$ cat src/hdl/elev_cfg_pkg.sv
package elev_cfg_pkg;

	// building size
	localparam int NUM_FLOORS = 4;
	localparam int NUM_CARS = 2;

	// clock cycles of travel for one floor step
	localparam int FLOOR_TICKS = 6;

	// shortest door interval in clock cycles
	localparam int DOOR_TICKS = 30;

	// counter widths for the two timers
	localparam int TRAVEL_CNT_W = $clog2(FLOOR_TICKS);
	localparam int DOOR_CNT_W = $clog2(DOOR_TICKS);

endpackage

$ cat src/hdl/elev_car_pkg.sv
package elev_car_pkg;

	// floor number, 0 is the ground floor
	typedef logic [$clog2(elev_cfg_pkg::NUM_FLOORS)-1:0] floor_t;

	// one bit per floor, bit n is floor n
	typedef logic [elev_cfg_pkg::NUM_FLOORS-1:0] floor_mask_t;

	// car sequencing states
	typedef enum logic [1:0] {
		IDLE,
		MOVE_UP,
		MOVE_DOWN,
		DOOR_OPEN
	} car_state_t;

	// travel command to the motion block
	typedef enum logic [1:0] {
		NONE = 2'b00,
		UP   = 2'b01,
		DOWN = 2'b10
	} dir_t;

endpackage

$ cat src/hdl/car_dispatch_if.sv
interface car_dispatch_if;
	import elev_car_pkg::*;

	// four-phase handshake, req from the dispatcher, ack from the car
	logic req;
	logic ack;

	// target floor, held stable while req is high
	floor_t dest;

	// where the car is right now
	floor_t cur_floor;

	modport dispatch (
		output req,
		output dest,
		input  ack,
		input  cur_floor
	);

	modport car (
		input  req,
		input  dest,
		output ack,
		output cur_floor
	);

	// read-only view for the call latches
	modport monitor (
		input ack,
		input cur_floor
	);

endinterface

$ cat src/hdl/call_register_bank.sv
module call_register_bank (
	input  logic                      clock,
	input  logic                      reset,
	input  elev_car_pkg::floor_mask_t hall_call,
	car_dispatch_if.monitor           car0,
	car_dispatch_if.monitor           car1,
	output elev_car_pkg::floor_mask_t pending
);
	import elev_cfg_pkg::*;
	import elev_car_pkg::*;

	// floors where some car has its door open this cycle
	floor_mask_t served;

	always_comb
	begin
		for (int f = 0; f < NUM_FLOORS; f++)
		begin
			served[f] = (car0.ack && car0.cur_floor == floor_t'(f)) ||
				(car1.ack && car1.cur_floor == floor_t'(f));
		end
	end

	// a clear beats a set in the same cycle
	always_ff @(posedge clock)
	begin
		if (reset)
		begin
			pending <= '0;
		end
		else
		begin
			pending <= (pending | hall_call) & ~served;
		end
	end

	// a latched call only goes away once a door has opened at its floor
	a_clear_needs_door: assert property (
		@(posedge clock) disable iff (reset)
		(($past(pending) & ~pending) & ~$past(served)) == '0
	);

endmodule

$ cat src/hdl/dispatcher.sv
module dispatcher (
	input  logic                      clock,
	input  logic                      reset,
	input  elev_car_pkg::floor_mask_t pending,
	car_dispatch_if.dispatch          car0,
	car_dispatch_if.dispatch          car1
);
	import elev_cfg_pkg::*;
	import elev_car_pkg::*;

	logic [NUM_CARS-1:0] req_q;
	logic [NUM_CARS-1:0] ack_in;
	logic [NUM_CARS-1:0] free;
	logic [NUM_CARS-1:0] grant;
	floor_t dest_q [NUM_CARS];
	floor_t cur_in [NUM_CARS];

	// chosen call for this cycle
	logic found;
	floor_t target;

	function automatic floor_t distance(floor_t a, floor_t b);
		return (a > b) ? floor_t'(a - b) : floor_t'(b - a);
	endfunction

	// gather both cars into arrays
	assign ack_in[0] = car0.ack;
	assign ack_in[1] = car1.ack;
	assign cur_in[0] = car0.cur_floor;
	assign cur_in[1] = car1.cur_floor;

	assign car0.req = req_q[0];
	assign car1.req = req_q[1];
	assign car0.dest = dest_q[0];
	assign car1.dest = dest_q[1];

	assign free = ~(req_q | ack_in);

	// lowest pending floor that no busy car is already heading for
	always_comb
	begin
		found = 1'b0;
		target = '0;
		for (int f = 0; f < NUM_FLOORS; f++)
		begin
			if (pending[f] && !found &&
				!(!free[0] && dest_q[0] == floor_t'(f)) &&
				!(!free[1] && dest_q[1] == floor_t'(f)))
			begin
				found = 1'b1;
				target = floor_t'(f);
			end
		end
	end

	// nearer free car wins, car 0 on a tie
	always_comb
	begin
		grant = '0;
		if (found)
		begin
			if (free[0] && (!free[1] ||
				distance(cur_in[0], target) <= distance(cur_in[1], target)))
			begin
				grant[0] = 1'b1;
			end
			else if (free[1])
			begin
				grant[1] = 1'b1;
			end
		end
	end

	// req rises only from idle handshake, falls once ack is seen
	always_ff @(posedge clock)
	begin
		if (reset)
		begin
			req_q <= '0;
		end
		else
		begin
			for (int c = 0; c < NUM_CARS; c++)
			begin
				if (req_q[c] && ack_in[c])
					req_q[c] <= 1'b0;
				else if (grant[c])
					req_q[c] <= 1'b1;
			end
		end
	end

	always_ff @(posedge clock)
	begin
		for (int c = 0; c < NUM_CARS; c++)
		begin
			if (grant[c])
				dest_q[c] <= target;
		end
	end

	// req must not be withdrawn before the car has answered
	for (genvar c = 0; c < NUM_CARS; c++)
	begin : g_handshake
		a_req_held: assert property (
			@(posedge clock) disable iff (reset)
			$fell(req_q[c]) |-> $past(ack_in[c])
		);
	end

endmodule

$ cat src/hdl/car_motion.sv
module car_motion (
	input  logic                 clock,
	input  logic                 reset,
	input  elev_car_pkg::dir_t   dir,
	output elev_car_pkg::floor_t floor
);
	import elev_cfg_pkg::*;
	import elev_car_pkg::*;

	logic [TRAVEL_CNT_W-1:0] tick_cnt;
	logic step;

	// one floor step per FLOOR_TICKS cycles of travel
	assign step = (dir != NONE) && (tick_cnt == TRAVEL_CNT_W'(FLOOR_TICKS - 1));

	always_ff @(posedge clock)
	begin
		if (reset)
			tick_cnt <= '0;
		else if (dir == NONE || step)
			tick_cnt <= '0;
		else
			tick_cnt <= tick_cnt + 1'b1;
	end

	// saturating position counter
	always_ff @(posedge clock)
	begin
		if (reset)
		begin
			floor <= '0;
		end
		else if (step)
		begin
			if (dir == UP && floor != floor_t'(NUM_FLOORS - 1))
				floor <= floor + 1'b1;
			else if (dir == DOWN && floor != '0)
				floor <= floor - 1'b1;
		end
	end

	a_single_step: assert property (
		@(posedge clock) disable iff (reset)
		(int'(floor) - int'($past(floor))) inside {-1, 0, 1}
	);

endmodule

$ cat src/hdl/car_controller.sv
module car_controller (
	input  logic        clock,
	input  logic        reset,
	car_dispatch_if.car bus
);
	import elev_cfg_pkg::*;
	import elev_car_pkg::*;

	car_state_t state;
	car_state_t state_next;
	dir_t dir;
	logic [DOOR_CNT_W-1:0] door_cnt;
	logic door_done;

	car_motion u_motion (
		.clock (clock),
		.reset (reset),
		.dir   (dir),
		.floor (bus.cur_floor)
	);

	assign door_done = (door_cnt == DOOR_CNT_W'(DOOR_TICKS - 1));

	// door open is the acknowledge
	assign bus.ack = (state == DOOR_OPEN);

	always_comb
	begin
		state_next = state;
		case (state)
			IDLE:
			begin
				if (bus.req)
				begin
					if (bus.dest == bus.cur_floor)
						state_next = DOOR_OPEN;
					else if (bus.dest > bus.cur_floor)
						state_next = MOVE_UP;
					else
						state_next = MOVE_DOWN;
				end
			end
			MOVE_UP, MOVE_DOWN:
			begin
				if (bus.cur_floor == bus.dest)
					state_next = DOOR_OPEN;
			end
			DOOR_OPEN:
			begin
				// a late req drop keeps the door open
				if (door_done && !bus.req)
					state_next = IDLE;
			end
			default:
			begin
				state_next = IDLE;
			end
		endcase
	end

	// stop commanding motion as soon as the car arrives
	always_comb
	begin
		dir = NONE;
		if (state == MOVE_UP && bus.cur_floor != bus.dest)
			dir = UP;
		else if (state == MOVE_DOWN && bus.cur_floor != bus.dest)
			dir = DOWN;
	end

	always_ff @(posedge clock)
	begin
		if (reset)
			state <= IDLE;
		else
			state <= state_next;
	end

	// door timer, saturates at the minimum interval
	always_ff @(posedge clock)
	begin
		if (reset)
			door_cnt <= '0;
		else if (state != DOOR_OPEN)
			door_cnt <= '0;
		else if (!door_done)
			door_cnt <= door_cnt + 1'b1;
	end

	a_still_at_door: assert property (
		@(posedge clock) disable iff (reset)
		bus.ack |-> dir == NONE
	);

endmodule

$ cat src/hdl/elev_top.sv
module elev_top (
	input  logic                      clock,
	input  logic                      reset,
	input  elev_car_pkg::floor_mask_t hall_call,
	output elev_car_pkg::floor_mask_t call_pending,
	output elev_car_pkg::floor_t      car0_floor,
	output elev_car_pkg::floor_t      car1_floor,
	output logic                      car0_door_open,
	output logic                      car1_door_open
);

	// one handshake link per car
	car_dispatch_if car0_bus ();
	car_dispatch_if car1_bus ();

	call_register_bank u_bank (
		.clock     (clock),
		.reset     (reset),
		.hall_call (hall_call),
		.car0      (car0_bus),
		.car1      (car1_bus),
		.pending   (call_pending)
	);

	dispatcher u_dispatch (
		.clock   (clock),
		.reset   (reset),
		.pending (call_pending),
		.car0    (car0_bus),
		.car1    (car1_bus)
	);

	car_controller u_car0 (
		.clock (clock),
		.reset (reset),
		.bus   (car0_bus)
	);

	car_controller u_car1 (
		.clock (clock),
		.reset (reset),
		.bus   (car1_bus)
	);

	assign car0_floor = car0_bus.cur_floor;
	assign car1_floor = car1_bus.cur_floor;

	// ack is high for exactly the door-open interval
	assign car0_door_open = car0_bus.ack;
	assign car1_door_open = car1_bus.ack;

endmodule

$ cat config.mk
export PLATFORM = sky130hd
export DESIGN_NAME = elev_top
export DESIGN_NICKNAME = d
export VERILOG_FILES = /design/src/hdl/elev_cfg_pkg.sv /design/src/hdl/elev_car_pkg.sv /design/src/hdl/car_dispatch_if.sv /design/src/hdl/call_register_bank.sv /design/src/hdl/dispatcher.sv /design/src/hdl/car_motion.sv /design/src/hdl/car_controller.sv /design/src/hdl/elev_top.sv
export SDC_FILE = /design/constraint.sdc
export NUM_CORES = 1
export LEC_CHECK = 0
export BUFFER_PORTS_ARGS = -buffer_cell sky130_fd_sc_hd__buf_2
export CORE_MARGIN = 3
export CORE_UTILIZATION = 38
export CTS_BUF_LIST = sky130_fd_sc_hd__clkbuf_4 sky130_fd_sc_hd__clkbuf_8
export CTS_CLUSTER_SIZE = 12
export DETAILED_ROUTE_END_ITERATION = 10
export PLACE_DENSITY = 0.57
export SYNTH_ARGS = -nofsm -noshare
export SYNTH_HDL_FRONTEND = slang
export SYNTH_SLANG_ARGS = --single-unit
$ cat constraint.sdc
create_clock -name clock -period 5.12 [get_ports clock]
set_input_delay 0.512 -clock clock [delete_from_list [all_inputs] [get_ports clock]]
set_output_delay 0.512 -clock clock [all_outputs]
set_load 0.03 [all_outputs]
==> results of run 1 <==
==> placed cells by master (no fill, tap or decap), types with 2 or more instances in the layout <==
cell,instances
a31oi_1,5
nor2b_1,2
o2111ai_1,2
nor2_1,25
bufinv_16,2
clkbuf_8,5
and3_1,3
ha_1,37
nor3b_1,2
dfxtp_1,30
buf_2,15
nand4_1,2
a21oi_1,14
edfxtp_1,4
o31ai_1,2
a22oi_1,2
nand3_1,4
fa_1,2
o21ai_1,3
xor2_1,2
nand2b_1,5
inv_1,23
a311o_1,5
nand2_1,21
o21ai_0,10
xnor2_1,9
a2111oi_2,3
mux2i_1,2
a21o_1,5
nor3_1,2
o21a_1,2
a211oi_1,9
==> power by group through the flow <==
stage	clock (mW)	sequential (mW)	combinational, mW
CTS	0.304	0.378	0.519
global placement	0	0.384	0.510
finish	0.298	0.379	0.521
global route	0.313	0.387	0.586
floorplan	0	0.376	0.411
detailed placement	0	0.384	0.512
==> how the worst min path moves through the flow <==
stage	from	slack, ns	end	cells past startpoint
floorplan	u_car0.u_motion.tick_cnt[0]	0.42	u_car0.u_motion.tick_cnt[0]	1
global placement	u_car1.u_motion.tick_cnt[0]	0.44	u_car1.u_motion.tick_cnt[0]	1
detailed placement	u_car0.u_motion.tick_cnt[0]	0.44	u_car0.u_motion.tick_cnt[0]	1
CTS	u_car0.u_motion.tick_cnt[0]	0.46	u_car0.u_motion.tick_cnt[0]	1
global route	u_car0.u_motion.tick_cnt[0]	0.48	u_car0.u_motion.tick_cnt[0]	1
finish	u_car0.u_motion.tick_cnt[0]	0.45	u_car0.u_motion.tick_cnt[0]	1
==> worst max-delay path, cell delays in order (launching register included) <==
cell       delay (ns)
dfxtp_1          0.34
ha_1             0.35
o21ai_1          0.28
o21ai_1          0.14
a311oi_1         0.31
nand2_1          0.12
a21oi_1          0.35
ha_1             0.24
fa_1             0.43
mux2_2           0.27
o21ai_0          0.21
ha_1             0.30
a21oi_1          0.19
a21oi_1          0.11
a2111oi_2        0.50
==> through the flow <==
step	hold WS, ns	total power [mW]	cell area [µm²]	setup WS [ns]
floorplan	0.421	0.787	2280	1.13
global placement	0.438	0.893	2410	0.737
detailed placement	0.439	0.896	2410	0.691
CTS	0.457	1.20	2540	0.655
global route	0.475	1.29	2540	0.302
finish	0.450	1.20	2540	0.618
==> area by class of cell <==
| class | count | area [µm²] |
|---|---|---|
| tap | 72 | 90.1 |
| inverter | 23 | 86.3 |
| clock inverter | 3 | 63.8 |
| multi-input combinational | 191 | 1440 |
| sequential | 34 | 721 |
| clock buffer | 5 | 68.8 |
| fill | 538 | 3100 |
| timing repair buffer | 15 | 75.1 |
==> flip-flops by register name (all words and copies together), names as in the netlist <==
| name | cells |
|---|---|
| u_car0.door_cnt | 5 |
| u_bank.pending | 4 |
| u_car0.u_motion.floor | 2 |
| u_dispatch.req_q | 2 |
| u_car0.u_motion.tick_cnt | 3 |
| u_car1.u_motion.floor | 2 |
| u_car1.state | 2 |
| u_car1.u_motion.tick_cnt | 3 |
| u_car0.state | 2 |
| u_car1.door_cnt | 5 |
| u_dispatch.dest_q | 4 |
==> layer usage <==
layer | wire length, µm | up-vias
met4 | 116 | 0
met5 | 0 | -
li1 | - | 928
met2 | 1940 | 36
met3 | 167 | 7
met1 | 2540 | 851
==> kinds of logic (layout without fill, tap and decap cells) <==
family | after synthesis | after routing | share of synthesized area [%]
compound gates | 69 | 69 | 21.8
xor+xnor | 11 | 11 | 4.23
fa+ha+maj | 39 | 39 | 22.1
buf+inv | 27 | 46 | 5.11
flops | 34 | 34 | 31.6
mux | 3 | 3 | 1.37
simple gates | 69 | 69 | 13.7
==> results.toml, run 1 <==
[outcome]
status = "finished clean"

[cells_and_area]
instances_no_fill = 343
drive_gt1_share_pct = 11.4
syn_to_final_growth_pct = 11.8
diodes = 0
nets = 315
utilization_pct = 45.1

[floorplan]
dieArea_mm2 = 0.00696
start_util_pct = 40.4
die-width_um = 83.4
die_y_um = 83.4
core_mm2 = 0.00564
io_pins = 16
rows = 27

[power]
p_per_area_mw_per_mm2 = 471
swShare_pct = 38.4
p_switching_mw = 0.460
clkPwrFrac_pct = 24.9
p_int_mw = 0.739
peakVddDrop_uv = 156
pwr-share-comb_pct = 43.5
seqPwrFrac_pct = 31.6
p_leak_nw = 1.06

[cts]
clock_path_buffers = 2
cts.sinks = 34
cts_tree = "built"
htree_levels = 2
cts_buffers = 5
path_clk_slew_ns = 0.07
post_cts_resized = 0
hold_buffers = 0
root_buffer = "clkbuf_8"
cts_setup_buffers = 0
clock_latency_ns = 0.30

[yosys]
ys_top_cells_by_count = "37 x ha_1, 30 x dfxtp_1, 25 x nor2_1"
synthFlopType = "dfxtp_1"
yosysTopAreaCellShare_pct = 26.4
synth.largest_area_cell = "dfxtp_1"
synth_seq_area_share_pct = 31.6
yosys_warnings = 0
synth_seq_cells = 34
synthCells = 252
syn_area_mm2 = 0.00228
avgSynthCellArea_um2 = 9.04
yosysMostFrequentCell = "ha_1"
synth_cell_types = 42
ys_top_cells_by_area = "dfxtp_1 26%, ha_1 20%, edfxtp_1 5.3%"
synth_edf_count = 4
ys_async_sr_fraction_pct = 0
syn_nets = 297

[hold_path]
hold_class = "flip-flop to flip-flop"

[timing]
fin_crit_ns = 4.50
slew_violations = 0
hold_viol_final = 0
skew_ns = 0.00941
slew_headroom_pct = 67.3
grt_setup_unrepaired = "no"
final.setup.tns_ns = 0
fmaxAchievable_mhz = 222
tightestPinTransition_ns = 0.490
setup_viol = 0
fin_crit_sh_pct = 87.9

[routing]
drtIter0Drc = 129
ant_nets = 0
drt_wl_total_mm = 4.76
wl_per_cell_um = 13.9
drtPass1Iterations = 4
vias_per_cell = 5.31
vias = 1822
drc = 0

[grt]
grtUsageMet3_pct = 3.47
grt-ovfl-total = 0
grt_usage_pct = 14.4
grt_first_pass_wirelength_mm = 8.01
use_met1_pct = 20.1
antenna_found_initial = 0
grt_max_degree = 19
grt.busiest_layer = "met2"
met2_usage_pct = 20.8
grt_pass1_vias = 1707

[worst_setup_path]
reg2reg_slack_ns = 0.62
regToRegStartpoint = "u_car0.state[0]"
r2r-end = "u_dispatch.dest_q[0][1]"
cp_max_fo = 11
rr_worst_depth = 14
crit_start = "u_car0.state[0]"
worstSetupEndpointType = "flip-flop"
cp-endpoint = "u_dispatch.dest_q[0][1]"
cp_data_required_time_ns = 5.07
critPathKind = "flip-flop to flip-flop"
worstPathArrival_ns = 4.45
critPathLaunchType = "flip-flop"

[placed_design]
dp_hpwl_mm = 3.57
port_buffers = 15
gp_congestion = 0.855
dp_cells = 335

[job]
maxCapViolCount = 0
Power figures use the tool's default switching activity.
==> run 2: changes to the inputs <==
--- a/config.mk
+++ b/config.mk
@@ -11,7 +11,7 @@
 export CTS_BUF_LIST = sky130_fd_sc_hd__clkbuf_4 sky130_fd_sc_hd__clkbuf_8
 export CTS_CLUSTER_SIZE = 12
 export DETAILED_ROUTE_END_ITERATION = 10
-export PLACE_DENSITY = 0.57
+export PLACE_DENSITY = 0.56
 export SYNTH_ARGS = -nofsm -noshare
 export SYNTH_HDL_FRONTEND = slang
 export SYNTH_SLANG_ARGS = --single-unit
==> results.toml, run 2 (same netlist as run 1, synthesis figures left out) <==
[grt]
antenna_found_initial = 0
grtUsageMet3_pct = 2.98
grt_pass1_vias = 1655
grt.busiest_layer = "met2"
grt_first_pass_wirelength_mm = 7.80
use_met1_pct = 19.3
grt_max_degree = 19
grt-ovfl-total = 0
met2_usage_pct = 20.6
grt_usage_pct = 13.7

[routing]
drtIter0Drc = 102
vias = 1773
wl_per_cell_um = 13.5
drtPass1Iterations = 4
drc = 0
ant_nets = 0
drt_wl_total_mm = 4.62
vias_per_cell = 5.17

[placed_design]
dp_hpwl_mm = 3.50
pre_cts_slack_ns = 0.711
gp_congestion = 0.808
port_buffers = 15

[cells_and_area]
syn_to_final_growth_pct = 10.1
drive_gt1_share_pct = 11.8
top_regs = "u_car0.door_cnt (5), u_car1.door_cnt (5)"
nets = 315
diodes = 0
layout_commonest_cell = "ha_1"
layout_common_cells = "37 x ha_1, 30 x dfxtp_1, 25 x nor2_1, 23 x inv_1, 21 x nand2_1"

[cts]
clock_path_buffers = 2
hold_buffers = 0
htree_levels = 2
post_cts_resized = 0
cts_setup_buffers = 0
root_buffer = "clkbuf_8"
path_clk_slew_ns = 0.07
clock_latency_ns = 0.29
cts_buffers = 5
cts.sinks = 34
cts_tree = "built"

[worst_setup_path]
crit_start = "u_car1.state[1]"
cp_max_fo = 12
crit_chain = "ha_1 -> o21ai_1 -> a311oi_1 -> nand2_1 -> a21oi_1 -> ha_1 -> fa_1 -> mux2_2 -> o21ai_0 -> ha_1 -> a21oi_1 -> a21oi_1 -> a2111oi_2"
critPathKind = "flip-flop to flip-flop"
cp_data_required_time_ns = 5.07
slowest_delay_ns = 0.49
critPathLaunchType = "flip-flop"
slowest_stage = "ha_1"
worstPathArrival_ns = 4.43
worstSetupEndpointType = "flip-flop"
regToRegStartpoint = "u_car1.state[1]"

[timing]
final.setup.tns_ns = 0
grt_setup_unrepaired = "no"
fin_crit_ns = 4.47
fmaxAchievable_mhz = 224
hold_viol_final = 0
fin_crit_sh_pct = 87.4
slew_violations = 0
slew_headroom_pct = 67.1
skew_ns = 0.00428
postLayoutSetupSlackWorst_ns = 0.646
tightestPinTransition_ns = 0.494
setup_viol = 0

[floorplan]
io_pins = 16
start_util_pct = 40.4
core_mm2 = 0.00564
dieArea_mm2 = 0.00696
rows = 27
die_y_um = 83.4
die-width_um = 83.4

[hold_path]
hold_class = "flip-flop to flip-flop"
min_from = "u_car1.u_motion.tick_cnt[0]"

[power]
peakVddDrop_uv = 192
p_per_area_mw_per_mm2 = 445
p_leak_nw = 1.05

[job]
maxCapViolCount = 0

[outcome]
status = "finished clean"
run 2: cell types whose count changed in the layout (fill, tap and decap cells not counted):
| cell | before | now |
|---|---|---|
| bufinv_16 | 2 | 0 |
| clkbuf_4 | 0 | 1 |
| clkbuf_8 | 5 | 6 |
| clkinv_1 | 1 | 0 |
| clkinv_2 | 0 | 1 |
run 2: through the flow:
step | util [%] | area, µm² | power [mW] | hold WS, ns | std cells
6_report | 44.4 | 2510 | 1.12 | 0.455 | 343
5_1_grt | 44.4 | 2510 | 1.20 | 0.498 | 343
4_1_cts | 44.4 | 2510 | 1.12 | 0.459 | 343
3_5_place_dp | 42.8 | 2410 | 0.896 | 0.441 | 335
3_3_place_gp | 42.8 | 2410 | 0.897 | 0.438 | 335
2_1_floorplan | - | 2280 | 0.787 | 0.421 | 252
run 2: area by class of cell:
| type | instances | area (µm²) |
|---|---|---|
| Fill cell | 551 | 3130 |
| Multi-Input combinational cell | 191 | 1440 |
| Sequential cell | 34 | 721 |
| Clock buffer | 7 | 90.1 |
| Tap cell | 72 | 90.1 |
| Inverter | 23 | 86.3 |
| Timing Repair Buffer | 15 | 75.1 |
| Clock inverter | 1 | 5.00 |
run 2: layer usage:
metal	wire [µm]	vias to the layer above
li1	-	926
met1	2450	806
met2	1910	32
met3	166	9
met4	92	0
met5	0	-
run 2: critical path: cells and delay by family, from the launching register on:
| family | cells | cell delay [ns] |
|---|---|---|
| mux | 1 | 0.27 |
| simple gates | 1 | 0.13 |
| fa+ha+maj | 4 | 1.47 |
| compound gates | 7 | 1.89 |
| flops | 1 | 0.38 |
run 2: worst paths after layout:
check	end	slack, ns	cells past startpoint
max	u_dispatch.dest_q[0][1]	0.65	13
min	u_car1.u_motion.tick_cnt[0]	0.46	1
max reg2reg	u_dispatch.dest_q[0][1]	0.65	13
min reg2reg	u_car1.u_motion.tick_cnt[0]	0.46	1
run 2: where the power goes:
group	switching [mW]	total, mW	internal (mW)	leakage [nW]
Sequential	0.0516	0.379	0.327	0.283
Clock	0.100	0.214	0.114	0.0517
Combinational	0.305	0.524	0.219	0.711
